--- src/cr_pkg.sv ---
//--------------------
// cr_pkg
// shared types and address map for the accelerator
// control-register block: bus word, farm structs,
// region / index / select field positions
//--------------------
`default_nettype none

package cr_pkg;

    // bus words
    typedef logic [31:0] cr_word_t;
    typedef logic [31:0] cr_addr_t;

    //--------------------
    // address map fields
    //--------------------
    localparam int REGION_LSB = 8;
    localparam int REGION_W   = 4;
    localparam int INDEX_LSB  = 3;
    localparam int INDEX_W    = 5;
    localparam int SEL_LSB    = 0;
    localparam int SEL_W      = 3;
    // bits from here up must be zero for a hit
    localparam int HIGH_LSB   = REGION_LSB + REGION_W;

    // region codes
    localparam logic [REGION_W-1:0] REGION_MUL   = 4'd1;
    localparam logic [REGION_W-1:0] REGION_MAC   = 4'd2;
    localparam logic [REGION_W-1:0] REGION_DEBUG = 4'd3;

    // register selects inside a region
    localparam logic [SEL_W-1:0] SEL_MUL_MULTIPLICAND = 3'd0;
    localparam logic [SEL_W-1:0] SEL_MUL_MULTIPLIER   = 3'd1;
    localparam logic [SEL_W-1:0] SEL_MUL_RESULT       = 3'd2;
    localparam logic [SEL_W-1:0] SEL_MUL_DONE         = 3'd3;
    localparam logic [SEL_W-1:0] SEL_MAC_BIAS         = 3'd0;
    localparam logic [SEL_W-1:0] SEL_MAC_RESULT       = 3'd1;
    localparam logic [SEL_W-1:0] SEL_DEBUG            = 3'd0;

    localparam int DEBUG_NUM = 4;

    // farm data
    typedef logic [7:0]  int8_t;
    typedef logic [15:0] prod_t;

    // core register bus, single cycle
    typedef struct packed {
        logic     wren;
        logic     rden;
        cr_addr_t address;
        cr_word_t data;
    } cr_bus_t;

    typedef struct packed {
        int8_t multiplicand;
        int8_t multiplier;
    } mul_in_t;

    typedef struct packed {
        logic  done;
        prod_t result;
    } mul_out_t;

    typedef struct packed {
        int8_t int8_result;
    } mac_out_t;

    // one bank's offer for the current read
    typedef struct packed {
        logic     hit;
        cr_word_t word;
    } cr_rd_t;

    //--------------------
    // field decode helpers
    //--------------------
    function automatic logic addr_in_region(cr_addr_t addr, logic [REGION_W-1:0] region);
        return (addr[31:HIGH_LSB] == '0) && (addr[REGION_LSB +: REGION_W] == region);
    endfunction

    function automatic logic [INDEX_W-1:0] addr_index(cr_addr_t addr);
        return addr[INDEX_LSB +: INDEX_W];
    endfunction

    function automatic logic [SEL_W-1:0] addr_sel(cr_addr_t addr);
        return addr[SEL_LSB +: SEL_W];
    endfunction

endpackage

`default_nettype wire
--- src/accel_cr_mem.sv ---
//--------------------
// accel_cr_mem
// control-register block between the core register
// bus and the accelerator farm
//--------------------
`timescale 1ns/1ns
`default_nettype none

module accel_cr_mem #(
    parameter int MUL_NUM = 8,
    parameter int MAC_NUM = 2
) (
    input  logic                                               clk,
    input  logic                                               rst,
    // core side
    input  var cr_pkg::cr_bus_t                                bus,
    output cr_pkg::cr_word_t                                   q,
    // farm side
    input  var cr_pkg::mul_out_t [MUL_NUM-1:0]                 mul_out,
    input  var cr_pkg::mac_out_t [MAC_NUM-1:0]                 mac_out,
    output cr_pkg::mul_in_t      [MUL_NUM-1:0]                 mul_in,
    output cr_pkg::int8_t        [MAC_NUM-1:0]                 mac_bias,
    output cr_pkg::prod_t [MAC_NUM-1:0][MUL_NUM/MAC_NUM-1:0]   mac_mul_result
);
    import cr_pkg::*;

    prod_t [MUL_NUM-1:0] mul_results;
    cr_rd_t              rd_mul;
    cr_rd_t              rd_mac;
    cr_rd_t              rd_debug;

    //--------------------
    // register banks
    //--------------------
    cr_mul_bank #(
        .MUL_NUM (MUL_NUM)
    ) u_mul_bank (
        .clk     (clk),
        .rst     (rst),
        .bus     (bus),
        .mul_out (mul_out),
        .mul_in  (mul_in),
        .results (mul_results),
        .rd      (rd_mul)
    );

    cr_mac_bank #(
        .MUL_NUM (MUL_NUM),
        .MAC_NUM (MAC_NUM)
    ) u_mac_bank (
        .clk            (clk),
        .rst            (rst),
        .bus            (bus),
        .results        (mul_results),
        .mac_out        (mac_out),
        .mac_bias       (mac_bias),
        .mac_mul_result (mac_mul_result),
        .rd             (rd_mac)
    );

    cr_debug_bank u_debug_bank (
        .clk (clk),
        .rst (rst),
        .bus (bus),
        .rd  (rd_debug)
    );

    // read data back to the core
    cr_read_return u_read_return (
        .clk      (clk),
        .rst      (rst),
        .rd_mul   (rd_mul),
        .rd_mac   (rd_mac),
        .rd_debug (rd_debug),
        .q        (q)
    );

endmodule

`default_nettype wire

--- src/cr_read_return.sv ---
//--------------------
// cr_read_return
// picks the bank that claims the read and registers
// its word into q, q holds when nobody claims
//--------------------
`timescale 1ns/1ns
`default_nettype none

module cr_read_return (
    input  logic               clk,
    input  logic               rst,
    input  var cr_pkg::cr_rd_t rd_mul,
    input  var cr_pkg::cr_rd_t rd_mac,
    input  var cr_pkg::cr_rd_t rd_debug,
    output cr_pkg::cr_word_t   q
);
    import cr_pkg::*;

    logic [2:0] hits;
    cr_word_t   sel_word;

    assign hits = {rd_debug.hit, rd_mac.hit, rd_mul.hit};

    always_comb begin
        sel_word = q;
        case (hits)
            3'b001:  sel_word = rd_mul.word;
            3'b010:  sel_word = rd_mac.word;
            3'b100:  sel_word = rd_debug.word;
            default: ;
        endcase
    end

    //--------------------
    // registered read port
    //--------------------
    always_ff @(posedge clk) begin
        if (rst) begin
            q <= '0;
        end else if (|hits) begin
            q <= sel_word;
        end
    end

    // regions are disjoint, so banks never claim together
    a_one_hit: assert property (@(posedge clk) disable iff (rst) $onehot0(hits));

endmodule

`default_nettype wire

--- src/cr_debug_bank.sv ---
//--------------------
// cr_debug_bank
// four full-width scratch registers for debug
//--------------------
`timescale 1ns/1ns
`default_nettype none

module cr_debug_bank (
    input  logic                clk,
    input  logic                rst,
    input  var cr_pkg::cr_bus_t bus,
    output cr_pkg::cr_rd_t      rd
);
    import cr_pkg::*;

    cr_word_t [DEBUG_NUM-1:0] scratch_q;
    logic                     reg_hit;
    logic [INDEX_W-1:0]       idx;

    assign idx     = addr_index(bus.address);
    assign reg_hit = addr_in_region(bus.address, REGION_DEBUG)
                  && (addr_sel(bus.address) == SEL_DEBUG)
                  && (32'(idx) < DEBUG_NUM);

    always_ff @(posedge clk) begin
        if (rst) begin
            scratch_q <= '0;
        end else if (bus.wren && reg_hit) begin
            scratch_q[idx[1:0]] <= bus.data;
        end
    end

    // whole word read back
    always_comb begin
        rd = '0;
        if (bus.rden && reg_hit) begin
            rd.hit  = 1'b1;
            rd.word = scratch_q[idx[1:0]];
        end
    end

endmodule

`default_nettype wire

--- src/cr_mac_bank.sv ---
//--------------------
// cr_mac_bank
// bias registers and result samples for the neuron MACs,
// plus grouping of multiplier products per MAC
//--------------------
`timescale 1ns/1ns
`default_nettype none

module cr_mac_bank #(
    parameter  int MUL_NUM     = 8,
    parameter  int MAC_NUM     = 2,
    localparam int MUL_PER_MAC = MUL_NUM / MAC_NUM
) (
    input  logic                                           clk,
    input  logic                                           rst,
    input  var cr_pkg::cr_bus_t                            bus,
    input  var cr_pkg::prod_t    [MUL_NUM-1:0]             results,
    input  var cr_pkg::mac_out_t [MAC_NUM-1:0]             mac_out,
    output cr_pkg::int8_t        [MAC_NUM-1:0]             mac_bias,
    output cr_pkg::prod_t [MAC_NUM-1:0][MUL_PER_MAC-1:0]   mac_mul_result,
    output cr_pkg::cr_rd_t                                 rd
);
    import cr_pkg::*;

    mac_out_t [MAC_NUM-1:0] sample_q;
    logic                   region_hit;
    logic [INDEX_W-1:0]     idx;
    logic [SEL_W-1:0]       sel;

    // products must split evenly over the MACs
    if (MUL_NUM % MAC_NUM != 0) begin : g_bad_split
        $error("MUL_NUM must be a multiple of MAC_NUM");
    end

    assign region_hit = addr_in_region(bus.address, REGION_MAC);
    assign idx        = addr_index(bus.address);
    assign sel        = addr_sel(bus.address);

    // bias writes
    always_ff @(posedge clk) begin
        if (rst) begin
            mac_bias <= '0;
        end else if (bus.wren && region_hit && (sel == SEL_MAC_BIAS)) begin
            for (int k = 0; k < MAC_NUM; k++) begin
                if (idx == INDEX_W'(k)) begin
                    mac_bias[k] <= bus.data[7:0];
                end
            end
        end
    end

    always_ff @(posedge clk) begin
        if (rst) begin
            sample_q <= '0;
        end else begin
            sample_q <= mac_out;
        end
    end

    // MAC k takes products k*MUL_PER_MAC onward
    always_comb begin
        for (int k = 0; k < MAC_NUM; k++) begin
            for (int j = 0; j < MUL_PER_MAC; j++) begin
                mac_mul_result[k][j] = results[k*MUL_PER_MAC + j];
            end
        end
    end

    //--------------------
    // read offer
    //--------------------
    always_comb begin
        rd = '0;
        if (bus.rden && region_hit && (sel == SEL_MAC_RESULT)) begin
            for (int k = 0; k < MAC_NUM; k++) begin
                if (idx == INDEX_W'(k)) begin
                    rd.hit  = 1'b1;
                    rd.word = {24'b0, sample_q[k].int8_result};
                end
            end
        end
    end

endmodule

`default_nettype wire

--- src/cr_mul_bank.sv ---
//--------------------
// cr_mul_bank
// operand registers driven to the int8 multipliers and
// per-cycle samples of their done flag and product
//--------------------
`timescale 1ns/1ns
`default_nettype none

module cr_mul_bank #(
    parameter int MUL_NUM = 8
) (
    input  logic                              clk,
    input  logic                              rst,
    input  var cr_pkg::cr_bus_t               bus,
    input  var cr_pkg::mul_out_t [MUL_NUM-1:0] mul_out,
    output cr_pkg::mul_in_t  [MUL_NUM-1:0]    mul_in,
    output cr_pkg::prod_t    [MUL_NUM-1:0]    results,
    output cr_pkg::cr_rd_t                    rd
);
    import cr_pkg::*;

    mul_out_t [MUL_NUM-1:0] sample_q;
    logic                   region_hit;
    logic [INDEX_W-1:0]     idx;
    logic [SEL_W-1:0]       sel;

    assign region_hit = addr_in_region(bus.address, REGION_MUL);
    assign idx        = addr_index(bus.address);
    assign sel        = addr_sel(bus.address);

    //--------------------
    // operand writes
    //--------------------
    // only the low byte of data carries the int8 operand
    always_ff @(posedge clk) begin
        if (rst) begin
            mul_in <= '0;
        end else if (bus.wren && region_hit) begin
            for (int i = 0; i < MUL_NUM; i++) begin
                if (idx == INDEX_W'(i)) begin
                    case (sel)
                        SEL_MUL_MULTIPLICAND: mul_in[i].multiplicand <= bus.data[7:0];
                        SEL_MUL_MULTIPLIER:   mul_in[i].multiplier   <= bus.data[7:0];
                        default: ;
                    endcase
                end
            end
        end
    end

    // farm outputs sampled every cycle, bus independent
    always_ff @(posedge clk) begin
        if (rst) begin
            sample_q <= '0;
        end else begin
            sample_q <= mul_out;
        end
    end

    always_comb begin
        for (int i = 0; i < MUL_NUM; i++) begin
            results[i] = sample_q[i].result;
        end
    end

    //--------------------
    // read offer
    //--------------------
    always_comb begin
        rd = '0;
        if (bus.rden && region_hit) begin
            for (int i = 0; i < MUL_NUM; i++) begin
                if (idx == INDEX_W'(i)) begin
                    case (sel)
                        SEL_MUL_RESULT: begin
                            rd.hit  = 1'b1;
                            rd.word = {16'b0, sample_q[i].result};
                        end
                        SEL_MUL_DONE: begin
                            rd.hit  = 1'b1;
                            rd.word = {31'b0, sample_q[i].done};
                        end
                        default: ;
                    endcase
                end
            end
        end
    end

    // single-cycle bus never reads and writes together
    a_no_rd_wr: assert property (@(posedge clk) disable iff (rst) !(bus.wren && bus.rden));

endmodule

`default_nettype wire

--- config.mk ---
export PLATFORM = sky130hd
export DESIGN_NAME = accel_cr_mem
export DESIGN_NICKNAME = d
export VERILOG_FILES = /design/src/cr_pkg.sv /design/src/accel_cr_mem.sv /design/src/cr_read_return.sv /design/src/cr_debug_bank.sv /design/src/cr_mac_bank.sv /design/src/cr_mul_bank.sv
export SDC_FILE = /design/constraint.sdc
export NUM_CORES = 1
export LEC_CHECK = 0
export BUFFER_PORTS_ARGS = -buffer_cell sky130_fd_sc_hd__buf_2
export CAP_MARGIN = 20
export CORE_UTILIZATION = 30
export DETAILED_ROUTE_END_ITERATION = 7
export GPL_ROUTABILITY_DRIVEN = 0
export HOLD_SLACK_MARGIN = 0.05
export REMOVE_ABC_BUFFERS = 1
export SKIP_CTS_REPAIR_TIMING = 1
export SYNTH_ARGS = -nofsm -noshare
export SYNTH_HDL_FRONTEND = slang
export SYNTH_SLANG_ARGS = --single-unit
--- constraint.sdc ---
create_clock -name clk -period 2.08 [get_ports clk]
set_input_delay 0.312 -clock clk [delete_from_list [all_inputs] [get_ports clk]]
set_output_delay 0.312 -clock clk [all_outputs]
set_load 0.005 [all_outputs]
==> results of run 1 <==
## worst register-to-register path: stages (launching register included)
cell,delay [ns]
dfxtp_1,0.35
mux2i_1,0.26
nor3_1,0.08
a41oi_1,0.31
o31ai_1,0.15
a221oi_1,0.44
a211oi_1,0.14
## kinds of logic (layout without fill, tap and decap cells)
kind of cell | Yosys count | in the layout | share of synthesized area [%]
compound gates | 327 | 327 | 10.6
buf+inv | 267 | 927 | 8.84
flops | 456 | 456 | 49.9
mux | 128 | 128 | 9.75
other cells | 0 | 5 | 0
simple gates | 786 | 786 | 21.0
## stage by stage
stage	instances	setup TNS (ns)	instance area, µm²
6_report	3411	0	25300
4_1_cts	3228	0	23500
5_1_grt	3409	0	25300
3_5_place_dp	3135	-22.64	21800
2_1_floorplan	1700	-102.93	16700
3_3_place_gp	3135	-18.41	21800
## sequential cells by signal, summed over array words and instances, names as in the netlist
name	count
u_mac_bank.mac_bias	16
u_mul_bank.results	128
u_mul_bank.mul_in	128
u_mul_bank.sample_q	8
u_debug_bank.scratch_q	128
u_read_return.q	32
u_mac_bank.sample_q	16
## cell usage after synthesis, types with 8 or more instances
| library cell | instances | area share (%) |
|---|---|---|
| mux4_2 | 40 | 4.9 |
| nand3_1 | 45 | 1.2 |
| a21oi_1 | 228 | 6.2 |
| a31oi_1 | 8 | 0.27 |
| a211o_1 | 8 | 0.38 |
| mux2i_1 | 86 | 4.7 |
| buf_2 | 49 | 1.3 |
| nand2_1 | 406 | 8.3 |
| a222oi_1 | 18 | 0.98 |
| a22oi_1 | 25 | 1.0 |
| o21ai_0 | 12 | 0.33 |
| clkbuf_1 | 71 | 1.5 |
| nor2b_1 | 156 | 5.3 |
| nor4_4 | 8 | 0.93 |
| buf_4 | 131 | 5.4 |
| dfxtp_1 | 456 | 50 |
| nor2_1 | 115 | 2.4 |
| nor3_2 | 8 | 0.44 |
## area by class of cell
cell class / instances / area (µm²) / share of cell area, %
well taps: 782 / 978 / 3.86
inverters: 3 / 11.3 / 0.0445
flip-flops and latches: 456 / 9130 / 36.0
diodes: 5 / 12.5 / 0.0494
clock inverters: 27 / 298 / 1.18
multi-input cells: 1241 / 7610 / 30.1
clock buffers: 66 / 1430 / 5.63
repair buffers: 831 / 5870 / 23.2
## routing by layer
metal	wire length, µm	global-route usage [%]
met1	28400	26.2
met2	33400	35.0
met3	4840	4.35
met4	2060	7.07
met5	22	0
## cells in the final DEF, fill, tap and decap left out, types with 7 or more instances in the layout
cell type / count
clkbuf_1: 8
dfxtp_1: 456
a22oi_1: 25
clkbuf_16: 53
a31oi_1: 8
mux2i_1: 86
buf_2: 520
nand2_1: 406
nor2b_1: 155
mux4_2: 40
nand3_4: 7
nor2_1: 111
o21bai_1: 7
a211o_1: 8
buf_12: 38
dlygate4sd3_1: 178
buf_4: 94
a222oi_1: 18
clkinv_2: 8
nor4_4: 8
a21oi_1: 228
o21ai_0: 12
nand3_1: 45
## worst max-delay path by stage
stage / startpoint / end / slack [ns] / depth (start not counted)
after floorplan: bus[38] / u_mul_bank.mul_in[32] / -0.97 / 5
after global placement: bus[35] / u_read_return.q[12] / -0.43 / 9
after detailed placement: bus[35] / u_read_return.q[12] / -0.41 / 9
after CTS: u_mul_bank.results[28] / u_read_return.q[12] / 0.17 / 6
after global routing: u_mul_bank.results[28] / u_read_return.q[12] / 0.07 / 6
final: u_mul_bank.results[28] / u_read_return.q[12] / 0.23 / 6
## power breakdown
group / switching (mW) / total (mW) / leakage (nW) / internal (mW)
clock: 3.86 / 9.24 / 0.832 / 5.38
combinational: 0.754 / 1.52 / 6.14 / 0.762
sequential: 0.104 / 9.00 / 3.71 / 8.89
total: 4.72 / 19.7 / 10.7 / 15.0
==> summary.md, run 1 <==
| Metric | Value |
|---|---|
| Slew headroom | 53.6% |
| CTS buffer count | 51 |
| Syn avg cell area | 9.32 µm² |
| Routed length per instance | 20.2 µm |
| Slowest library cell on the worst path | a221oi_1 |
| Fraction of registers with async set/reset | 0% |
| Final Core Density | 42.0% |
| Clock sink count | 456 |
| Routed wire length | 68,800 µm |
| WHS Path Cells | 4 |
| Worst-Skew Late Latency | 0.60 ns |
| Initial antenna violation count | 5 |
| Hold EP | u_mul_bank.mul_in[59] |
| Final WS setup | 0.226 ns |
| Share of layout cells above drive strength 1 | 31.3% |
| Unrepaired setup endpoints after global routing | no |
| Gr usage total | about a fifth |
| TritonRoute pass-1 iters | 6 |
| Startpoint Class | register |
| Post-synthesis cell count | 1,964 |
| Rows | 90 |
| Clock Path Buffers | 3 |
| Tmin final | roughly 1.9 ns |
| Fin nets | 2,804 |
| Hold Startpoint | bus[3] |
| Post-DP HPWL | 48,100 µm |
| IO Pins | 524 |
| Via count | 16,600 |
| Final hold violation count | 0 |
| CTS clock-pin slew for the worst setup and hold paths | 0.06 ns |
| WS Path Type | reg -> reg |
| P_leak | 10.7 nW |
| Final slew viol count | 0 |
| Die width | 249 µm |
| Reg2reg end | u_read_return.q[12] |
| CP top delay family | compound AO/OA/AOI/OAI gates |
| Seq/Total Area, Yosys | 49.9% |
| Top fanout value on the critical path | 2 |
| CTS tree | built |
| Mapped Area | 18,300 µm² |
| F_max | 539 MHz |
| Final setup viols | 0 |
| Outcome | completed |
| CP max stage delay | ~0.44 ns |
| Die area | between 60,000 and 70,000 µm² |
| Cells along the critical path | mux2i_1 > nor3_1 > a41oi_1 > o31ai_1 > a221oi_1 > a211oi_1 |
| Worst path bufs/invs | 0 |
| Pin count of the biggest net entering global routing | 95 |
| Layout Skew | 0.0137 ns |
| Flops & latches, synth | 456 |
| Crit share post-route | 89.1% |
| Arr. time, crit path | 2.32 ns |
| Die Y | 249 µm |
| Post-synth EDFFs | 0 |
| HP Class | in -> reg |
| PortBufs | ~520 |
| YS warnings | 0 |
| Power Density | just under 800 nW/µm² |
| Post-route DRC | 0 |
| Worst EP required | approximately 2.5 ns |
| VDD IR max | 0.000636 V |
| Crit. End Element | register |
| Syn-to-layout area delta | 38.4% |
| Pwr Total | 19.7 mW |
| Register-to-register setup slack | 0.23 ns |
| Max Cap Violations | 0 |
| Slew @ Worst Pin | 0.695 ns |
| Reg2Reg Depth | 6 |
| Filler cell count in the final layout | 5,759 |
| Congestion Overflow GR | 0 |
| First-pass GRT wire length | roughly 100,000 µm |
| Vias in the first global route | 15,700 |
| Iter 0 DRT Violations | 1,165 |
| Pre-CTS setup slack | -0.414 ns |
| Worst R2R Start | u_mul_bank.results[28] |
| Vias per cell | 4.86 |
| Final Hold Slack | 0.199 ns |
| Main synth FF type | dfxtp_1 |
| CTS H-tree depth | 2 |
| Cell variety after synth | 59 |
| CTS root buffer | clkbuf_16 |
| Detail Route Antenna Nets | 0 |
| Core ar. | 60,400 µm² |
| Starting Density | 30.3% |
(Power assumes the default switching activity.)
==> run 2, diff against run 1 <==
CORE_UTILIZATION = 25   (was 30)
==> run 2 against run 1 <==
Final cell count up 6.1%. Die area is 20% higher. Register-to-register slack barely moved. Count of clock-buffer cells in the layout increased by 10. Critical path type unchanged. Largest cell class unchanged. Highest routed layer unchanged.
==> summary.md, run 2 (synthesized netlist as in run 1, its figures left out) <==
| Metric | Value |
|---|---|
| Die width | 273 µm |
| Share of layout cells above drive strength 1 | 32.2% |
| Vias per cell | 4.53 |
| Top fanout value on the critical path | 2 |
| IO Pins | between 500 and 600 |
| Pin count of the biggest net entering global routing | 73 |
| Hold Startpoint | mul_out[90] |
| Startpoint Class | register |
| WS Path Type | reg -> reg |
| Tmin final | between 1.5 and 2 ns |
| Starting Density | between 20% and 30% |
| Slew @ Worst Pin | roughly 0.79 ns |
| Filler cell count in the final layout | between 7,000 and 8,000 |
| Worst R2R Start | u_mul_bank.results[12] |
| CTS buffer count | 53 |
| Max Cap Violations | 0 |
| Final slew viol count | 0 |
| Hold EP | u_mul_bank.results[85] |
| Via count | 16,400 |
| Crit share post-route | slightly below 90% |
| Reg2reg end | u_read_return.q[12] |
| HP Class | in -> reg |
| Die Y | 273 µm |
| CTS H-tree depth | 2 |
| F_max | 543 MHz |
| First-pass GRT wire length | 101,000 µm |
| Worst-Skew Late Latency | 0.61 ns |
| Final hold violation count | 0 |
| Layout Skew | between 0.02 and 0.03 ns |
| Initial antenna violation count | 6 |
| WHS Path Cells | 2 |
| Unrepaired setup endpoints after global routing | no |
| Outcome | completed |
| Commonest non-fill, non-tap cell in the layout | buf_2 |
| Crit. End Element | register |
| TritonRoute pass-1 iters | 6 |
| Routed length per instance | slightly above 20 µm |
| P_leak | 10.9 nW |
| Slew headroom | 47.5% |
| Syn-to-layout area delta | 41.4% |
| Register-to-register setup slack | between 0.2 and 0.25 ns |
| VDD IR max | 0.000633 V |
| Post-route DRC | 0 |
| CTS clock-pin slew for the worst setup and hold paths | 0.06 ns |
| Power Density | 774 nW/µm² |
| DP Area | 22,300 µm² |
| Die area | between 70,000 and 80,000 µm² |
| Iter 0 DRT Violations | 1,201 |
| Routed wire length | 73,200 µm |
| Most frequent cells in the layout | buf_2, dfxtp_1, nand2_1 |
| Reg2Reg Depth | 7 |
| Final setup viols | 0 |
| Post-route cell area | about 26,000 µm² |
| Core ar. | 72,000 µm² |
| Clock sink count | 456 |
| PortBufs | 523 |
| Rows | between 90 and 100 |
| Arr. time, crit path | 2.33 ns |
| Worst EP required | 2.57 ns |
| CTS tree | built |
| Clock Path Buffers | 3 |
| Gr usage total | 18.4% |
| Detail Route Antenna Nets | 0 |
| Fin nets | between 2,000 and 3,000 |
| Post-DP HPWL | roughly 52,000 µm |
| Pwr Total | 20.0 mW |
| CTS root buffer | clkbuf_16 |
| Congestion Overflow GR | 0 |
| Vias in the first global route | between 15,000 and 20,000 |
## run 2: cell count changes in the layout (fill, tap and decap cells not counted), sizes merged
cell         delta
dlygate4sd3     +3
clkinv          -3
inv             +1
buf            +38
clkbuf         +10
clkinvlp        -5
diode           -4
## run 2: how the worst max path moves through the flow
stage | startpoint | to | cells after the start
global route | bus[35] | u_read_return.q[8] | 9
detailed placement | bus[35] | u_read_return.q[8] | 9
finish | u_mul_bank.results[12] | u_read_return.q[12] | 7
CTS | u_mul_bank.results[12] | u_read_return.q[12] | 7
global placement | bus[35] | u_read_return.q[12] | 9
floorplan | bus[38] | u_mul_bank.mul_in[32] | 5
## run 2: report_power, final
part / total, mW / switching, mW / leakage (nW) / internal [mW]
Combinational: 1.58 / 0.796 / 6.33 / 0.784
Sequential: 9.01 / 0.115 / 3.71 / 8.89
Clock: 9.44 / 3.86 / 0.865 / 5.58
## run 2: per-layer routing
layer / routed length, µm / up-vias / GRT usage (%)
li1: - / 7846 / -
met4: 1810 / 6 / 5.17
met1: 30600 / 7771 / 23.2
met2: 34600 / 680 / 30.1
met5: 37 / - / 0
met3: 6150 / 107 / 5.75
## run 2: critical path, cell delays in order, from the launching register on
cell and delay, ns:
dfxtp_1 0.32, mux2i_1 0.31, nor3_1 0.11, a41oi_1 0.27, o31ai_1 0.13, buf_4 0.16
a221oi_1 0.30, a211oi_1 0.11
## run 2: per-stage QoR
step / util, % / hold slack (ns) / setup TNS (ns) / cells / worst slack, ns
after global routing: 36.0 / 0.0550 / 0 / 3619 / 0.0656
after global placement: 31.0 / 0.435 / -22.08 / 3341 / -0.328
after floorplan: - / 0.381 / -102.93 / 1700 / -0.967
after CTS: 33.5 / -0.128 / 0 / 3437 / 0.217
after detailed placement: 31.0 / 0.440 / -25.12 / 3341 / -0.354
final: 36.0 / 0.0439 / 0 / 3619 / 0.238
## run 2: cell type report
| type | count | area, µm² | area share (%) |
|---|---|---|---|
| clock inverter | 20 | 225 | 0.870 |
| antenna | 1 | 2.50 | 0.00967 |
| tap | 950 | 1190 | 4.59 |
| timing repair buffer | 872 | 6190 | 23.9 |
| inverter | 3 | 11.3 | 0.0435 |
| multi-input combinational | 1241 | 7620 | 29.4 |
| clock buffer | 76 | 1520 | 5.88 |
| sequential | 456 | 9130 | 35.3 |
